===== src/seg_pkg.sv =====
package seg_pkg;

	// ************************************************************
	// Wishbone classic request and response
	// ************************************************************

	typedef struct packed {
		logic        cyc;
		logic        stb;
		logic        we;
		logic [1:0]  adr;	// Word address
		logic [31:0] dat_w;
	} wb_req_t;

	typedef struct packed {
		logic        ack;
		logic [31:0] dat_r;
	} wb_rsp_t;

	// ************************************************************
	// Display data
	// ************************************************************

	typedef logic [6:0] seg_t;	// Bit 0 is segment a, bit 6 is segment g

	typedef union packed {
		struct packed {
			logic [23:0]        unused;
			logic signed [7:0]  value;
		} bin;
		struct packed {
			logic [3:0] spare;
			seg_t       digit3;
			seg_t       digit2;
			seg_t       digit1;
			seg_t       digit0;
		} raw;
	} display_word_u;

	typedef struct packed {
		logic       sign;
		logic [3:0] hundreds;
		logic [3:0] tens;
		logic [3:0] ones;
	} bcd_digits_t;

	typedef struct packed {
		logic raw_mode;
		logic enable;	// Lands on bit 0 of the CTRL word
	} ctrl_t;

	localparam logic [1:0] REG_CTRL   = 2'd0;
	localparam logic [1:0] REG_DATA   = 2'd1;
	localparam logic [1:0] REG_STATUS = 2'd2;

	localparam seg_t SEG_MINUS = 7'b100_0000;
	localparam seg_t SEG_BLANK = 7'b000_0000;

	// Decoder codes above the decimal range
	localparam logic [3:0] CODE_MINUS = 4'd10;
	localparam logic [3:0] CODE_BLANK = 4'd15;

endpackage

===== src/seg_display_top.sv =====
`timescale 1ns/1ps

module seg_display_top import seg_pkg::*; #(
	parameter int SCAN_DIV = 65536	// Clock cycles per lit digit
) (
	input  logic       clk,
	input  logic       rst,
	input  wb_req_t    wb_req,
	output wb_rsp_t    wb_rsp,
	output logic [3:0] anode_n,
	output seg_t       seg
);

	logic              busy;
	logic              start;
	logic              done;
	logic signed [7:0] value;
	ctrl_t             ctrl;
	display_word_u     data;
	bcd_digits_t       digits;

	// ************************************************************
	// Bus registers, converter and scanner
	// ************************************************************

	display_regs u_regs (
		.clk    (clk),
		.rst    (rst),
		.wb_req (wb_req),
		.wb_rsp (wb_rsp),
		.busy   (busy),
		.start  (start),
		.value  (value),
		.ctrl   (ctrl),
		.data   (data)
	);

	bin_to_bcd u_bcd (
		.clk    (clk),
		.rst    (rst),
		.start  (start),
		.value  (value),
		.busy   (busy),
		.done   (done),
		.digits (digits)
	);

	digit_scanner #(
		.SCAN_DIV (SCAN_DIV)
	) u_scan (
		.clk     (clk),
		.rst     (rst),
		.ctrl    (ctrl),
		.data    (data),
		.done    (done),
		.digits  (digits),
		.anode_n (anode_n),
		.seg     (seg)
	);

endmodule


===== src/digit_scanner.sv =====
`timescale 1ns/1ps

module digit_scanner import seg_pkg::*; #(
	parameter int SCAN_DIV = 65536
) (
	input  logic          clk,
	input  logic          rst,
	input  ctrl_t         ctrl,
	input  display_word_u data,
	input  logic          done,
	input  bcd_digits_t   digits,
	output logic [3:0]    anode_n,
	output seg_t          seg
);

	localparam int CNT_W = (SCAN_DIV > 1) ? $clog2(SCAN_DIV) : 1;

	bcd_digits_t      shown;	// Digits from the last finished conversion
	logic [CNT_W-1:0] pre_cnt;
	logic [1:0]       idx;
	logic [3:0]       code;
	seg_t             dec_pattern;
	seg_t             raw_pattern;
	seg_t             next_seg;
	logic [3:0]       next_anode_n;

	// ************************************************************
	// Prescaler and digit index
	// ************************************************************

	always_ff @(posedge clk or posedge rst)
	begin
		if (rst)
		begin
			pre_cnt <= '0;
			idx     <= 2'd3;	// Leftmost digit first
			shown   <= '0;
		end
		else
		begin
			if (pre_cnt == CNT_W'(SCAN_DIV - 1))
			begin
				pre_cnt <= '0;
				idx     <= idx - 2'd1;	// 3, 2, 1, 0 and around
			end
			else
				pre_cnt <= pre_cnt + 1'b1;
			if (done)
				shown <= digits;
		end
	end

	// ************************************************************
	// Digit selection
	// ************************************************************

	always_comb
	begin
		case (idx)
			2'd3:    code = shown.sign ? CODE_MINUS : CODE_BLANK;
			2'd2:    code = shown.hundreds;
			2'd1:    code = shown.tens;
			default: code = shown.ones;
		endcase
	end

	always_comb
	begin
		case (idx)
			2'd3:    raw_pattern = data.raw.digit3;
			2'd2:    raw_pattern = data.raw.digit2;
			2'd1:    raw_pattern = data.raw.digit1;
			default: raw_pattern = data.raw.digit0;
		endcase
	end

	seg_decoder u_dec (
		.code    (code),
		.pattern (dec_pattern)
	);

	assign next_seg     = ctrl.raw_mode ? raw_pattern : dec_pattern;
	assign next_anode_n = ~(4'b0001 << idx);

	// Anode and pattern leave on the same edge
	always_ff @(posedge clk or posedge rst)
	begin
		if (rst)
		begin
			anode_n <= 4'hF;
			seg     <= SEG_BLANK;
		end
		else if (!ctrl.enable)
		begin
			anode_n <= 4'hF;
			seg     <= SEG_BLANK;
		end
		else
		begin
			anode_n <= next_anode_n;
			seg     <= next_seg;
		end
	end

	a_one_anode: assert property (@(posedge clk) disable iff (rst)
		$onehot0(~anode_n))
		else $error("more than one anode enabled");

endmodule


===== src/seg_decoder.sv =====
`timescale 1ns/1ps

module seg_decoder import seg_pkg::*; (
	input  logic [3:0] code,
	output seg_t       pattern
);

	// Patterns listed as g f e d c b a
	always_comb
	begin
		case (code)
			4'd0:       pattern = 7'b011_1111;
			4'd1:       pattern = 7'b000_0110;
			4'd2:       pattern = 7'b101_1011;
			4'd3:       pattern = 7'b100_1111;
			4'd4:       pattern = 7'b110_0110;
			4'd5:       pattern = 7'b110_1101;
			4'd6:       pattern = 7'b111_1101;
			4'd7:       pattern = 7'b000_0111;
			4'd8:       pattern = 7'b111_1111;
			4'd9:       pattern = 7'b110_1111;
			CODE_MINUS: pattern = SEG_MINUS;
			default:    pattern = SEG_BLANK;	// CODE_BLANK and unused codes
		endcase
	end

endmodule


===== src/bin_to_bcd.sv =====
`timescale 1ns/1ps

module bin_to_bcd import seg_pkg::*; (
	input  logic              clk,
	input  logic              rst,
	input  logic              start,
	input  logic signed [7:0] value,
	output logic              busy,
	output logic              done,
	output bcd_digits_t       digits
);

	// Three BCD nibbles above the eight magnitude bits
	logic [19:0] shift_q;
	logic [19:0] shift_next;
	logic [2:0]  step_cnt;
	logic        sign_q;
	logic [7:0]  mag;

	// The two's complement magnitude of 8'h80 stays 128 as unsigned
	assign mag = value[7] ? (~value + 8'd1) : value;

	// One shift-and-add-3 step over the whole register
	function automatic logic [19:0] dabble_step(input logic [19:0] s);
		logic [19:0] t;
		t = s;
		if (t[19:16] >= 4'd5)
			t[19:16] = t[19:16] + 4'd3;
		if (t[15:12] >= 4'd5)
			t[15:12] = t[15:12] + 4'd3;
		if (t[11:8] >= 4'd5)
			t[11:8] = t[11:8] + 4'd3;
		return {t[18:0], 1'b0};
	endfunction

	assign shift_next = dabble_step(shift_q);

	// ************************************************************
	// Sequencer
	// ************************************************************

	always_ff @(posedge clk or posedge rst)
	begin
		if (rst)
		begin
			busy     <= 1'b0;
			done     <= 1'b0;
			step_cnt <= 3'd0;
			digits   <= '0;
		end
		else
		begin
			done <= 1'b0;
			if (start)
			begin
				busy     <= 1'b1;	// A start while busy begins again
				step_cnt <= 3'd0;
			end
			else if (busy)
			begin
				step_cnt <= step_cnt + 3'd1;
				if (step_cnt == 3'd7)
				begin
					// The eighth step ends eight cycles after the load
					busy            <= 1'b0;
					done            <= 1'b1;
					digits.sign     <= sign_q;
					digits.hundreds <= shift_next[19:16];
					digits.tens     <= shift_next[15:12];
					digits.ones     <= shift_next[11:8];
				end
			end
		end
	end

	always_ff @(posedge clk)
	begin
		if (start)
		begin
			shift_q <= {12'd0, mag};
			sign_q  <= value[7];
		end
		else if (busy)
			shift_q <= shift_next;
	end

	a_digits_decimal: assert property (@(posedge clk) disable iff (rst)
		done |-> (digits.hundreds <= 4'd9 && digits.tens <= 4'd9 && digits.ones <= 4'd9))
		else $error("converter produced a digit above 9");

endmodule


===== src/display_regs.sv =====
`timescale 1ns/1ps

module display_regs import seg_pkg::*; (
	input  logic              clk,
	input  logic              rst,
	input  wb_req_t           wb_req,
	output wb_rsp_t           wb_rsp,
	input  logic              busy,
	output logic              start,
	output logic signed [7:0] value,
	output ctrl_t             ctrl,
	output display_word_u     data
);

	logic        ack_q;
	logic [31:0] dat_r_q;
	logic [31:0] rd_mux;
	logic        access;	// First cycle of a request
	logic        wr_ctrl;
	logic        wr_data;

	// A request is served once, the cycle before its ack
	assign access  = wb_req.cyc && wb_req.stb && !ack_q;
	assign wr_ctrl = access && wb_req.we && (wb_req.adr == REG_CTRL);
	assign wr_data = access && wb_req.we && (wb_req.adr == REG_DATA);

	always_comb
	begin
		case (wb_req.adr)
			REG_CTRL:   rd_mux = {30'd0, ctrl};
			REG_DATA:   rd_mux = data;
			REG_STATUS: rd_mux = {31'd0, busy};
			default:    rd_mux = 32'd0;
		endcase
	end

	// ************************************************************
	// Control state
	// ************************************************************

	always_ff @(posedge clk or posedge rst)
	begin
		if (rst)
		begin
			ack_q <= 1'b0;
			start <= 1'b0;
			ctrl  <= '0;
			data  <= '0;
		end
		else
		begin
			ack_q <= access;
			// Start lines up with the ack of a binary-mode data write
			start <= wr_data && !ctrl.raw_mode;
			if (wr_ctrl)
				ctrl <= ctrl_t'(wb_req.dat_w[1:0]);
			if (wr_data)
				data <= wb_req.dat_w;
		end
	end

	always_ff @(posedge clk)
	begin
		if (access)
			dat_r_q <= rd_mux;	// Held until the next request
	end

	// The data register is already updated when start is high
	assign value = data.bin.value;

	assign wb_rsp.ack   = ack_q;
	assign wb_rsp.dat_r = dat_r_q;

	// The host keeps its request up until it sees ack
	a_ack_in_cycle: assert property (@(posedge clk) disable iff (rst)
		ack_q |-> (wb_req.cyc && wb_req.stb))
		else $error("ack high without cyc and stb");

endmodule


===== config.mk =====
export PLATFORM = sky130hd
export DESIGN_NAME = seg_display_top
export DESIGN_NICKNAME = d
export VERILOG_FILES = /design/src/seg_pkg.sv /design/src/seg_display_top.sv /design/src/digit_scanner.sv /design/src/seg_decoder.sv /design/src/bin_to_bcd.sv /design/src/display_regs.sv
export SDC_FILE = /design/constraint.sdc
export NUM_CORES = 1
export LEC_CHECK = 0
export BUFFER_PORTS_ARGS = -buffer_cell sky130_fd_sc_hd__buf_2
export CORE_MARGIN = 10
export CORE_UTILIZATION = 62
export DETAILED_ROUTE_END_ITERATION = 7
export PLACE_DENSITY = 0.89
export SLEW_MARGIN = 5
export SYNTH_ARGS = -nofsm -noshare
export SYNTH_HDL_FRONTEND = slang
export SYNTH_SLANG_ARGS = --single-unit

===== constraint.sdc =====
create_clock -name clk -period 7.4 [get_ports clk]
set_input_delay 0.74 -clock clk [delete_from_list [all_inputs] [get_ports clk]]
set_output_delay 0.74 -clock clk [all_outputs]
set_load 0.1 [all_outputs]

; ---- Yosys cells after proc, flatten, opt, wreduce, memory -nomap -nowiden
; Memory sizes are Yosys's and may differ from the RTL's.
; Cells that the tools add are included.
[classes]
eq_ne = 7
shift = 1
n_mul = 0
n_lt_le_gt_ge = 3
bitwise = 3
n_div = 0
n_reduce_logical = 11
n_mux = 22
add_sub_neg = 7
[ops]
columns = operator, n
row1 = 32-bit one-hot mux with 3 select lines, 1
row2 = 8-bit 2-to-1 mux, 3
row3 = 7-bit one-hot mux with 3 select lines, 1
row4 = "16-bit by 1-bit adder with 16-bit output, second input constant", 1
row5 = "16-bit == test, second input constant", 1
row6 = 16-bit 2-to-1 mux, 1
row7 = 7-bit 2-to-1 mux, 2
row8 = "4-bit by 3-bit greater-or-equal comparator with 1-bit output, second input constant", 3
row9 = 3-bit 2-to-1 mux, 4
row10 = 4-bit 2-to-1 mux, 3
row11 = 4-bit one-hot mux with 3 select lines, 1
row12 = "4-bit by 2-bit adder with 4-bit output, second input constant", 2
row13 = "8-bit by 1-bit adder with 8-bit output, second input constant", 1
row14 = 8-bit inverter, 1
row15 = "2-bit == test, second input constant", 3
row16 = 1-bit logical AND, 6
row17 = 1-bit 2-to-1 mux, 6
row18 = "2-bit by 1-bit == test with 1-bit output, second input constant", 2
row19 = 4-bit inverter, 1
row20 = "1-bit by 2-bit left shift with 4-bit output, first input constant", 1
row21 = "3-bit by 1-bit adder with 3-bit output, second input constant", 1
row22 = "3-bit by 2-bit adder with 3-bit output, second input constant", 1
row23 = "3-bit == test, second input constant", 1
row24 = 3-bit AND reduction, 1
row25 = other kinds (5), 6
[totals]
input_bits = 39
output_inout_bits = 44
mem_bits_ro = 112
memories = 1
ff_bits = 149
wordCells = 79
latchBits = 0
ramBits = 0
[memory_table]
columns = memory, depth, width, rd, rd_ports_with_merged_regs, wr, line_no
row1 = (no name shown), 16, 7, 1, 0, 0, seg_decoder.sv:11  ; case (code)

; ---- Longest topological paths before layout
; Gate-level depths: netlist (run 1).
[depth]
depth_word = 5
ltp_mapped = 12

; ---- Modules after synthesis
; From an unflattened synthesis (run 1), not the netlist that was laid out.
[unflattened]
cells_unflattened = 569
area_unflattened_um2 = 6812.8
[modules_own_cells]
columns = mod, n_inst, cells_each, area_per_inst_um2, seq_area_each_um2
row1 = display_regs, 1, 160, 2653.8, 1861.8
row2 = digit_scanner, 1, 179, 1994.4, 1058.5
row3 = bin_to_bcd, 1, 201, 1954.4, 960.9
row4 = seg_decoder, 1, 29, 210.2, 0.0

; ---- Worst setup path before layout (run 1)
; OpenSTA, ideal clock, no wires.
[synth_timing]
path_kind = in2reg
from = in wb_req[36] (netlist bit)
to = reg u_regs.data[16] (netlist bit)
path_buffers = 2
setup_slack_ns = 4.095
t_arrival_ns = 3.180
stages = 6
setup_time_ns = 0.125
cell_sequence = nand2_1 -> nor2_1 -> and3_1 -> buf_4 -> buf_6 -> mux2_2
[synth_between]
elab_chain_cells = 4
[synth_rtl]
columns = element, line_no
row1 = "start, declared", seg_display_top.sv:8  ; input wb_req_t wb_req,
row2 = 1-bit logical AND (2 in series), display_regs.sv:23  ; assign access = wb_req.cyc && wb_req.stb && !ack_q;
row3 = via u_regs.access, display_regs.sv:18  ; logic access;
row4 = 1-bit logical AND (2 in series), display_regs.sv:25  ; assign wr_data = access && wb_req.we && (wb_req.adr == REG_DATA);
row5 = "end signal, assigned", display_regs.sv:58  ; data <= wb_req.dat_w;
row6 = "end, declared", display_regs.sv:12  ; output display_word_u data
; The timed path passes the listed nets, and every way through them passes these cells.
; A chain may end at the register's enable or synchronous reset.

; ---- Final worst setup path (run 1)
[layout_timing]
from = reg u_scan.idx[0]
to = reg u_scan.seg[3]
[layout_between]
elab_chain_cells = 5
elab_cells_between_ends = 8
classes_between = 3 x eq/ne / 4 x mux / 1 x memory
[layout_rtl]
columns = element, line_no
row1 = "start, declared", digit_scanner.sv:20  ; logic [1:0] idx;
row2 = "start signal, assigned", digit_scanner.sv:44  ; idx <= idx - 2'd1;
row3 = 2-bit by 1-bit == test with 1-bit output or 2-bit == test (tied branches), "digit_scanner.sv:59, digit_scanner.sv:69"
row4 = 4-bit one-hot mux with 3 select lines, digit_scanner.sv:59  ; case (idx)
row5 = memory 16 x 7 bit, --
row6 = 7-bit 2-to-1 mux (*), digit_scanner.sv:82  ; assign next_seg = ctrl.raw_mode ? raw_pattern : dec_pattern;
row7 = 7-bit 2-to-1 mux (*), digit_scanner.sv:93  ; else if (!ctrl.enable)
row8 = "end signal, assigned", digit_scanner.sv:101  ; seg <= next_seg;
row9 = "end, declared", digit_scanner.sv:13  ; output seg_t seg
; Every way passes the cells marked *; elsewhere a longest branch is shown, timed or not.

==> results of run 1 <==
## final cells by class
class	instances	area [um2]
Clock inverter	15	178.9
Inverter	24	91.34
Sequential cell	149	3881
Multi-Input combinational cell	351	2521
Fill cell	614	2673
Clock buffer	17	414.1
Timing Repair Buffer	86	440.4
Tap cell	136	170.2
## per-layer routing
metal  up-vias  track usage  part of all wire
li1       2079            -                 -
met1      2212       0.2208              0.38
met2       221       0.3399              0.51
met3        38      0.06016             0.079
met4         0      0.09025             0.026
met5         -            0                 0
## placed cells by master, fill, tap and decap left out, types with 3 or more instances in the layout
master and instances:
a211oi_1 3, a21oi_1 25, a222oi_1 7, and2_1 30, and3_1 3, buf_2 82
buf_4 4, bufinv_16 3, clkbuf_16 16, clkinv_2 3, clkinv_4 3, clkinvlp_4 3
dfrtp_1 90, dfstp_2 6, dfxtp_1 12, edfxtp_1 41, ha_1 20, inv_1 22
inv_6 3, mux2_2 45, mux2i_1 13, nand2_1 44, nand2b_1 5, nand3_1 13
nand4_1 4, nor2_1 33, nor2b_1 12, nor3b_1 4, o21ai_0 27, o22ai_1 3
xnor2_1 14, xor2_1 10
## worst paths after layout
check / slack (ps) / endpoint / from
max in group asynchronous: 5990 / u_regs.data[22] / rst
min in group clk: 430 / u_regs.data[24] / wb_req[24]
worst min-delay path: 110 / u_scan.pre_cnt[3] / rst
worst max register to register: 4500 / u_scan.seg[3] / u_scan.idx[0]
worst max-delay path: 4500 / u_scan.seg[3] / u_scan.idx[0]
worst min register to register: 470 / u_bcd.shift_q[19] / u_bcd.shift_q[19]
## critical path: cells and delay by family (launching register included)
kind,cells,cell delay [ps]
AO/OA/AOI/OAI,4,1090
adder cells (fa/ha/maj),2,820
buffers and inverters,3,520
flip-flops,1,380
## state kept, by name, summed over array words and instances, names as in the netlist, 3 cells and up
name	count
u_regs.data	32
u_bcd.digits	13
u_scan.pre_cnt	16
u_scan.shown	13
u_scan.anode_n	4
u_scan.seg	7
u_regs.dat_r_q	32
u_bcd.shift_q	20
u_bcd.step_cnt	3
## through the flow
| stage | total power [mW] | hold WS (ps) | setup WS [ps] | instances | utilization |
|---|---|---|---|---|---|
| finish | 2.891 | 106.4 | 4501 | 778 | 0.7423 |
| global route | 3.030 | 109.0 | 4405 | 778 | 0.7423 |
| CTS | 2.900 | 99.52 | 4589 | 778 | 0.7423 |
| detailed placement | 2.027 | 454.9 | 4589 | 746 | 0.6851 |
| global placement | 1.964 | 442.2 | 4721 | 746 | 0.6851 |
| floorplan | 1.841 | 414.6 | 4095 | 551 | - |
## logic make-up after synthesis
family                     Yosys count  share of synthesized area
DFF                                149                     0.5836
xor gates and xnor gates            24                    0.03161
muxes                               60                    0.09915
and+or+nand+nor                    162                     0.1251
AOI/OAI and AO/OA                   85                    0.08523
adders and majority gates           20                    0.03763
buffers and inverters               51                    0.03763
## report_power, final
part | switching [mW] | internal (mW)
registers | 0.177 | 1.05
logic | 0.498 | 0.306
clock network | 0.344 | 0.515
total | 1.02 | 1.87
==> out/results.tsv, run 1 <==
metric	value	unit
Post-DRT Antenna Nets	0	
critical path startpoint category	register	
HPWL Detailed	9.919	mm
Critical Path Sink Type	register	
worst hold path class	primary input to asynchronous set/reset pin	
Setup TNS	0	ps
most instantiated cells after synthesis	90 x dfrtp_1, 45 x mux2_2, 44 x nand2_1	
largest net degree at the start of global routing	85	
CP max stage cell	ha_1	
Arrival @ worst endpoint	3340	ps
status	finished, final reports clean	
crit path kind	register to register	
sequential area share after synthesis	0.5836	
Initial Util	0.6413	
drt first pass iters	6	
CTS sink cnt	149	
FF-to-FF path depth	9	
CTS buffer count	17	
clock tree from TritonCTS	built	
Die Width	123.6	um
Setup Viol. Count Final	0	
final hold violation count	0	
WL/cell	19.14	um
# diodes	0	
synthesis warning total	0	
VDD IR max	0.2700	mV
number of flops mapped to enable cells by yosys	41	
Peak Freq	344.9	MHz
Synth area leaders	dfrtp_1 34%, edfxtp_1 19%, mux2_2 7.6%	
post-synthesis cell area	0.006650	mm2
drt total wl	14.89	mm
Vert. Die Dim	123.6	um
static leakage	3.418	nW
max capacitance violation total	0	
min Tclk post-route	2899	ps
# DRC	0	
CTS Root Cell	clkbuf_8	
synthesis-to-finish area growth	15.75	%
gpl congestion	0.8882	
design area	0.007697	mm2
largest area contributor in the netlist	dfrtp_1	
GRT Total Usage	0.1974	
syn avg cell area	12.07	um2
via/cell ratio	5.848	
# IOs	83	
crit-path max cell delay	590	ps
worst-path fanout max	16	
placed cell areas	0.007104	mm2
clock transition at the registers of the reported paths	60	ps
count of pins over their slew limit	0	
Synth cell types	54	
first-pass GRT wire length	23.34	mm
Final Net Count	688	
most frequent cell after synthesis	dfrtp_1	
Req. time, crit path	7840	ps
Rel. slew slack	0.2920	
pwr/cell area	375.6	mW/mm2
clk_skew	3.852	ps
ys async rst share	0.6443	
H-tree Lvls	4	
worst-margin pin slew	1062	ps
core area	0.01037	mm2
post-synth top area share	0.3387	
register bit count reported by yosys	149	
share of layout cells above drive strength 1	0.2866	
post-CTS sizing	0	
Row Count	37	
clock insertion delay at the later pin of the skew report	530	ps
crit-path cells	inv_1, ha_1, inv_2, o21ai_0, inv_1, ha_1, a211oi_1, o21ai_0, o211ai_1	
fin crit share	0.3918	
# hold bufs at CTS	0	
RSZ-0062 raised after global routing	false	
initial antenna violation count	0	
Die Area	0.01527	mm2
IO buf count	82	
post-CTS setup buffers	0	
DR iter-0 viols	453	
predominant post-synthesis flop cell	dfrtp_1	
Synth Instances	551	
GRT overflow	0	
vias	4550	
syn_nets	610	
vias in the first global route	4705	
clock buffer depth	2	
Power figures use the tool's default switching activity.
==> run 2: changes to the inputs <==
--- a/config.mk
+++ b/config.mk
@@ -7,9 +7,9 @@
 export LEC_CHECK = 0
 export BUFFER_PORTS_ARGS = -buffer_cell sky130_fd_sc_hd__buf_2
 export CORE_MARGIN = 10
-export CORE_UTILIZATION = 62
+export CORE_UTILIZATION = 58
 export DETAILED_ROUTE_END_ITERATION = 7
-export PLACE_DENSITY = 0.89
+export PLACE_DENSITY = 0.85
 export SLEW_MARGIN = 5
 export SYNTH_ARGS = -nofsm -noshare
 export SYNTH_HDL_FRONTEND = slang
==> constraint.sdc (replaced) <==
create_clock -name clk -period 2.7 [get_ports clk]
set_input_delay 0.27 -clock clk [delete_from_list [all_inputs] [get_ports clk]]
set_output_delay 0.27 -clock clk [all_outputs]
set_load 0.1 [all_outputs]
==> run 2 against run 1 <==
The run now ends with negative hold slack left. Wire length shrank 6.9%. Cell count rose by 1.4%. Sequential power increased to 2.7 times the previous value. Global-route usage fell by 2.4 points. Via count decreased by 2.0%. Combinational power grew to 2.8 times the previous value. Clock power grew to 2.8 times the previous value. Die area up 5.8%. Critical endpoint is now u_scan.seg[1]. Largest power group unchanged. Highest routed layer unchanged.
==> out/results.tsv, run 2 (synthesis results as in run 1) <==
metric	value	unit	change
# hold bufs at CTS	0		unchanged
Critical Path Sink Type	register		
Layout Utilization	0.6865		-0.05583
failing checks	negative hold slack		
GRT overflow	0		unchanged
Tot Pwr	7.994	mW	+180%
Req. time, crit path	2990	ps	-4850 ps
placed cells	757		+1.5%
fin crit share	0.9025		+0.5107
final hold violation count	18		+18
# diodes	0		unchanged
CTS buffer count	17		unchanged
drt first pass iters	5		-1
critical path startpoint category	register		
Vert. Die Dim	127.1	um	+2.8%
clock transition at the registers of the reported paths	60	ps	about the same
initial antenna violation count	0		unchanged
drt total wl	13.87	mm	-6.9%
count of pins over their slew limit	0		unchanged
# DRC	0		unchanged
crit-path max cell delay	550	ps	-40 ps
CTS sink cnt	149		unchanged
core area	0.01132	mm2	+9.2%
vias	4461		-2.0%
GRT Total Usage	0.1732		-0.02420
min Tclk post-route	2437	ps	-462.7 ps
WL/cell	17.58	um	-8.2%
Die Area	0.01615	mm2	+5.8%
share of layout cells above drive strength 1	0.2879		+0.001321
Die Width	127.1	um	+2.8%
max capacitance violation total	0		unchanged
clock insertion delay at the later pin of the skew report	420	ps	-110 ps
Row Count	39		+5.4%
Peak Freq	410.4	MHz	+19%
most frequent cells in the layout	90 x dfrtp_1, 82 x buf_2, 45 x mux2_2, 44 x nand2_1, 41 x edfxtp_1		
fillers	734		+20%
commonest non-fill, non-tap cell in the layout	dfrtp_1		
Setup TNS	0	ps	unchanged
worst-path fanout max	12		-4
HPWL Detailed	9.538	mm	-3.8%
crit-path cells	inv_1, ha_2, a22oi_1, nand2_1, o21ai_0, ha_1, o21ba_2, o21ai_1, o21ai_0		
static leakage	3.446	nW	+0.80%
worst hold path class	primary input to asynchronous set/reset pin		
DR iter-0 viols	377		-17%
CP max stage cell	dfstp_2		
first-pass GRT wire length	22.74	mm	-2.5%
Arrival @ worst endpoint	2730	ps	-610 ps
Setup Viol. Count Final	0		unchanged
# IOs	83		unchanged
largest net degree at the start of global routing	97		+14%
crit path kind	register to register		
VDD IR max	0.7683	mV	+180%
clock tree from TritonCTS	built		
Final Net Count	692		+0.58%
status	complete, but fails checks		
vias in the first global route	4604		-2.1%
CTS Root Cell	clkbuf_16		
synthesis-to-finish area growth	16.86	%	
clk_skew	4.830	ps	+0.9778 ps
Top cell by count, worst path	o21ai_0		
worst-margin pin slew	782.3	ps	-279.7 ps
Post-DRT Antenna Nets	0		unchanged
via/cell ratio	5.654		-3.3%
IO buf count	82		unchanged
gpl congestion	0.9364		+5.4%
clock buffer depth	2		unchanged
H-tree Lvls	4		unchanged
RSZ-0062 raised after global routing	false		
Rel. slew slack	0.4769		+0.1849
largest registers	u_regs.dat_r_q x32, u_regs.data x32, u_bcd.shift_q x20		
pwr/cell area	1029	mW/mm2	+170%
final cell count without fillers	789		+1.4%
Initial Util	0.5874		-0.05387
final hold slack	-21.86	ps	-128.2 ps
-- run 2: cell count changes in the layout (fill, tap and decap cells not counted), sizes merged --
cell | before | now
bufinv | 3 | 4
buf | 86 | 90
inv | 26 | 23
clkbuf | 17 | 22
clkinv | 7 | 4
-- run 2: critical path, delay by kind of cell, from the launching register on --
kind	cells	cell delay, ps
and+or+nand+nor	1	80
DFF	1	550
buffers and inverters	1	90
AOI/OAI and AO/OA	5	930
adders and majority gates	2	650
-- run 2: where the power goes --
| group | internal [mW] | leakage, nW | switching (mW) |
|---|---|---|---|
| registers | 2.89 | 1.72 | 0.423 |
| clock network | 1.56 | 0.292 | 0.869 |
| logic | 0.852 | 1.44 | 1.40 |
-- run 2: layout make-up --
class,count,area (um2),area share
Sequential cell,149,3881,0.4994
Multi-Input combinational cell,351,2526,0.3251
Timing Repair Buffer,90,483.0,0.06215
Clock buffer,22,454.2,0.05844
Tap cell,143,178.9,0.02302
Clock inverter,10,153.9,0.01980
Inverter,24,93.84,0.01208
-- run 2: final timing paths --
check	from	to	slack (ps)	cells after the start
worst max register to register	u_scan.idx[0]	u_scan.seg[1]	260	9
worst max-delay path	u_scan.idx[0]	u_scan.seg[1]	260	9
worst min-delay path	rst	u_regs.data[14]	-20	3
min in group clk	wb_req[1]	u_regs.data[1]	80	3
max in group asynchronous	rst	u_scan.anode_n[0]	2300	3
worst min register to register	u_bcd.digits[8]	u_bcd.digits[8]	480	2
-- run 2: metrics by stage --
stage                     hold slack [ps]  setup WS, ps  instance area (um2)
after global placement              442.8         367.6                 7158
after detailed placement            445.6         180.3                 7158
after CTS                           12.31         169.3                 7766
final                              -21.86         263.4                 7771
after global routing                28.99         22.57                 7771
after floorplan                     386.8         381.6                 6656
-- run 2: per-layer routing --
| layer | global-route usage | wire (um) |
|---|---|---|
| met5 | 0 | 0 |
| met4 | 0.06162 | 276 |
| met3 | 0.05542 | 902 |
| met2 | 0.2913 | 6948 |
| met1 | 0.2045 | 5746 |
-- run 2: repair_timing --
| action | CTS | global route |
|---|---|---|
| endpoints found under the setup margin | 0 | 4 |
| setup buffers | 0 | 0 |
| gates resized for setup | 0 | 2 |
==> run 3: changes to the inputs <==
--- a/config.mk
+++ b/config.mk
@@ -7,9 +7,9 @@
 export LEC_CHECK = 0
 export BUFFER_PORTS_ARGS = -buffer_cell sky130_fd_sc_hd__buf_2
 export CORE_MARGIN = 10
-export CORE_UTILIZATION = 58
+export CORE_UTILIZATION = 62
 export DETAILED_ROUTE_END_ITERATION = 7
-export PLACE_DENSITY = 0.85
+export PLACE_DENSITY = 0.89
 export SLEW_MARGIN = 5
 export SYNTH_ARGS = -nofsm -noshare
 export SYNTH_HDL_FRONTEND = slang
==> constraint.sdc (replaced) <==
create_clock -name clk -period 3.02 [get_ports clk]
set_input_delay 0.302 -clock clk [delete_from_list [all_inputs] [get_ports clk]]
set_output_delay 0.302 -clock clk [all_outputs]
set_load 0.1 [all_outputs]
==> run 3 against run 2 <==
The run now ends clean. Core utilization increased by 7.2 points. Clock power down 13%. Flip-flop and latch count is the same. Non-clock buffer count grew 11. Setup slack better by 120 ps. Combinational power down 9.7%. Clock-buffer cell count unchanged. Cell area rose by 1.2%. Global-route usage is 3.4 points higher. Largest cell class unchanged. Largest power group unchanged.
==> out/results.tsv, run 3 (synthesis results as in run 1) <==
metric	value	unit	change
GRT overflow	0		unchanged
Reg-to-Reg Start	u_scan.idx[0]		
Post-DRT Antenna Nets	0		unchanged
Die Area	0.01527	mm2	-5.5%
Arrival @ worst endpoint	3080	ps	+350 ps
drt total wl	15.46	mm	+11%
Critical Path Sink Type	register		
vias	4530		+1.5%
static leakage	3.499	nW	+1.6%
RSZ-0062 raised after global routing	false		
Vert. Die Dim	123.6	um	-2.8%
most frequent cells in the layout	90 x dfrtp_1, 82 x buf_2, 45 x mux2_2, 44 x nand2_1, 41 x edfxtp_1		
Hold Path Stages	2		
worst hold path class	primary input to register		
max capacitance violation total	0		unchanged
count of pins over their slew limit	0		unchanged
IO buf count	82		unchanged
min Tclk post-route	2639	ps	+202.5 ps
CTS Root Cell	clkbuf_8		
commonest non-fill, non-tap cell in the layout	dfrtp_1		
critical path startpoint category	register		
Req. time, crit path	3460	ps	+470 ps
Tot Pwr	7.128	mW	-11%
final hold slack	15.70	ps	+37.56 ps
worst-path fanout max	16		+4
clock buffer depth	2		unchanged
placed cells	749		-1.1%
Rel. slew slack	0.4772		about the same
fin crit share	0.8739		-0.02858
synthesis-to-finish area growth	18.23	%	
# IOs	83		unchanged
VDD IR max	0.7671	mV	-0.16%
DR iter-0 viols	477		+27%
fillers	604		-18%
HPWL Detailed	10.20	mm	+7.0%
Setup Viol. Count Final	0		unchanged
WL/cell	19.49	um	+11%
Row Count	37		-5.1%
Hold Path Origin	wb_req[11]		
clock transition at the registers of the reported paths	60	ps	about the same
post-CTS setup buffers	0		unchanged
sequential cell area	0.003881	mm2	unchanged
largest registers	u_regs.dat_r_q x32, u_regs.data x32, u_bcd.shift_q x20		
final cell count without fillers	793		+0.51%
post-CTS sizing	0		unchanged
clock insertion delay at the later pin of the skew report	530	ps	+110 ps
Peak Freq	378.9	MHz	-7.7%
# diodes	0		unchanged
Final Net Count	703		+1.6%
status	finished, final reports clean		
Setup TNS	0	ps	unchanged
first-pass GRT wire length	24.28	mm	+6.8%
crit path kind	register to register		
share of layout cells above drive strength 1	0.2801		-0.007865
core area	0.01037	mm2	-8.4%
worst flop-to-flop path endpoint	u_scan.seg[0]		
worst-margin pin slew	781.8	ps	-0.5040 ps
clk_skew	7.494	ps	+2.664 ps
# hold bufs at CTS	10		+10
largest net degree at the start of global routing	46		-53%
CTS buffer count	17		unchanged
vias in the first global route	4576		-0.61%
flop-to-flop setup slack	380	ps	+120 ps
clock tree from TritonCTS	built		
H-tree Lvls	4		unchanged
Die Width	123.6	um	-2.8%
final hold violation count	0		-18
FF-to-FF path depth	9		unchanged
initial antenna violation count	0		unchanged
CTS sink cnt	149		unchanged
GRT Total Usage	0.2068		+0.03361
pwr/cell area	906.6	mW/mm2	-12%
drt first pass iters	5		unchanged
WHS Endpoint	u_regs.data[11]		
area of the multi-input gates	0.002521	mm2	-0.20%
# DRC	0		unchanged
via/cell ratio	5.712		+1.0%
gpl congestion	0.8458		-9.7%
Initial Util	0.6413		+0.05387
post-route setup slack	380.9	ps	+117.5 ps
DP Worst Slack	405.8	ps	+225.5 ps
[run 3: cell count changes in the layout (fill, tap and decap cells not counted), sizes merged]
cell / change
dlygate4sd3: +12
clkinv: +3
clkinvlp: -2
buf: -1
bufinv: -1
[run 3: area by class of cell]
type                            count  area share
Tap cell                          136     0.02164
Timing Repair Buffer              101     0.07734
Inverter                           24     0.01162
Sequential cell                   149      0.4936
Multi-Input combinational cell    351      0.3207
Clock inverter                     10     0.01607
Clock buffer                       22     0.05904
[run 3: per-stage QoR]
stage / area, um2 / util
2_1_floorplan: 6650 / -
3_3_place_gp: 7152 / 0.6897
3_5_place_dp: 7152 / 0.6897
4_1_cts: 7843 / 0.7563
5_1_grt: 7863 / 0.7582
6_report: 7863 / 0.7582
[run 3: worst max path at each step]
stage	from	to	slack (ps)	cells after the start
floorplan	u_regs.ack_q	u_regs.data[16]	130	5
global placement	u_scan.idx[0]	u_scan.seg[3]	520	9
detailed placement	u_scan.idx[0]	u_scan.seg[0]	410	9
CTS	u_scan.idx[0]	u_scan.seg[0]	380	9
global route	u_scan.idx[0]	u_scan.seg[0]	100	9
finish	u_scan.idx[0]	u_scan.seg[0]	380	9
[run 3: report_power, final]
part	total (mW)	switching [mW]	leakage (nW)	internal [mW]
combinational	2.04	1.28	1.49	0.767
sequential	2.98	0.399	1.72	2.58
clock	2.11	0.786	0.291	1.32
total	7.13	2.46	3.50	4.67
[run 3: critical path: stages, from the launching register on]
cell	delay [ps]
dfstp_2	380
inv_1	130
ha_1	580
inv_2	180
o21ai_0	460
inv_1	130
ha_1	220
a211oi_1	220
o21ai_0	130
o211ai_1	120
[run 3: routing by layer]
metal  routed length (um)  GRT usage
met2                 7936     0.3572
met3                 1080    0.05971
met4                  369    0.07132
met5                    0          0
met1                 6070     0.2417
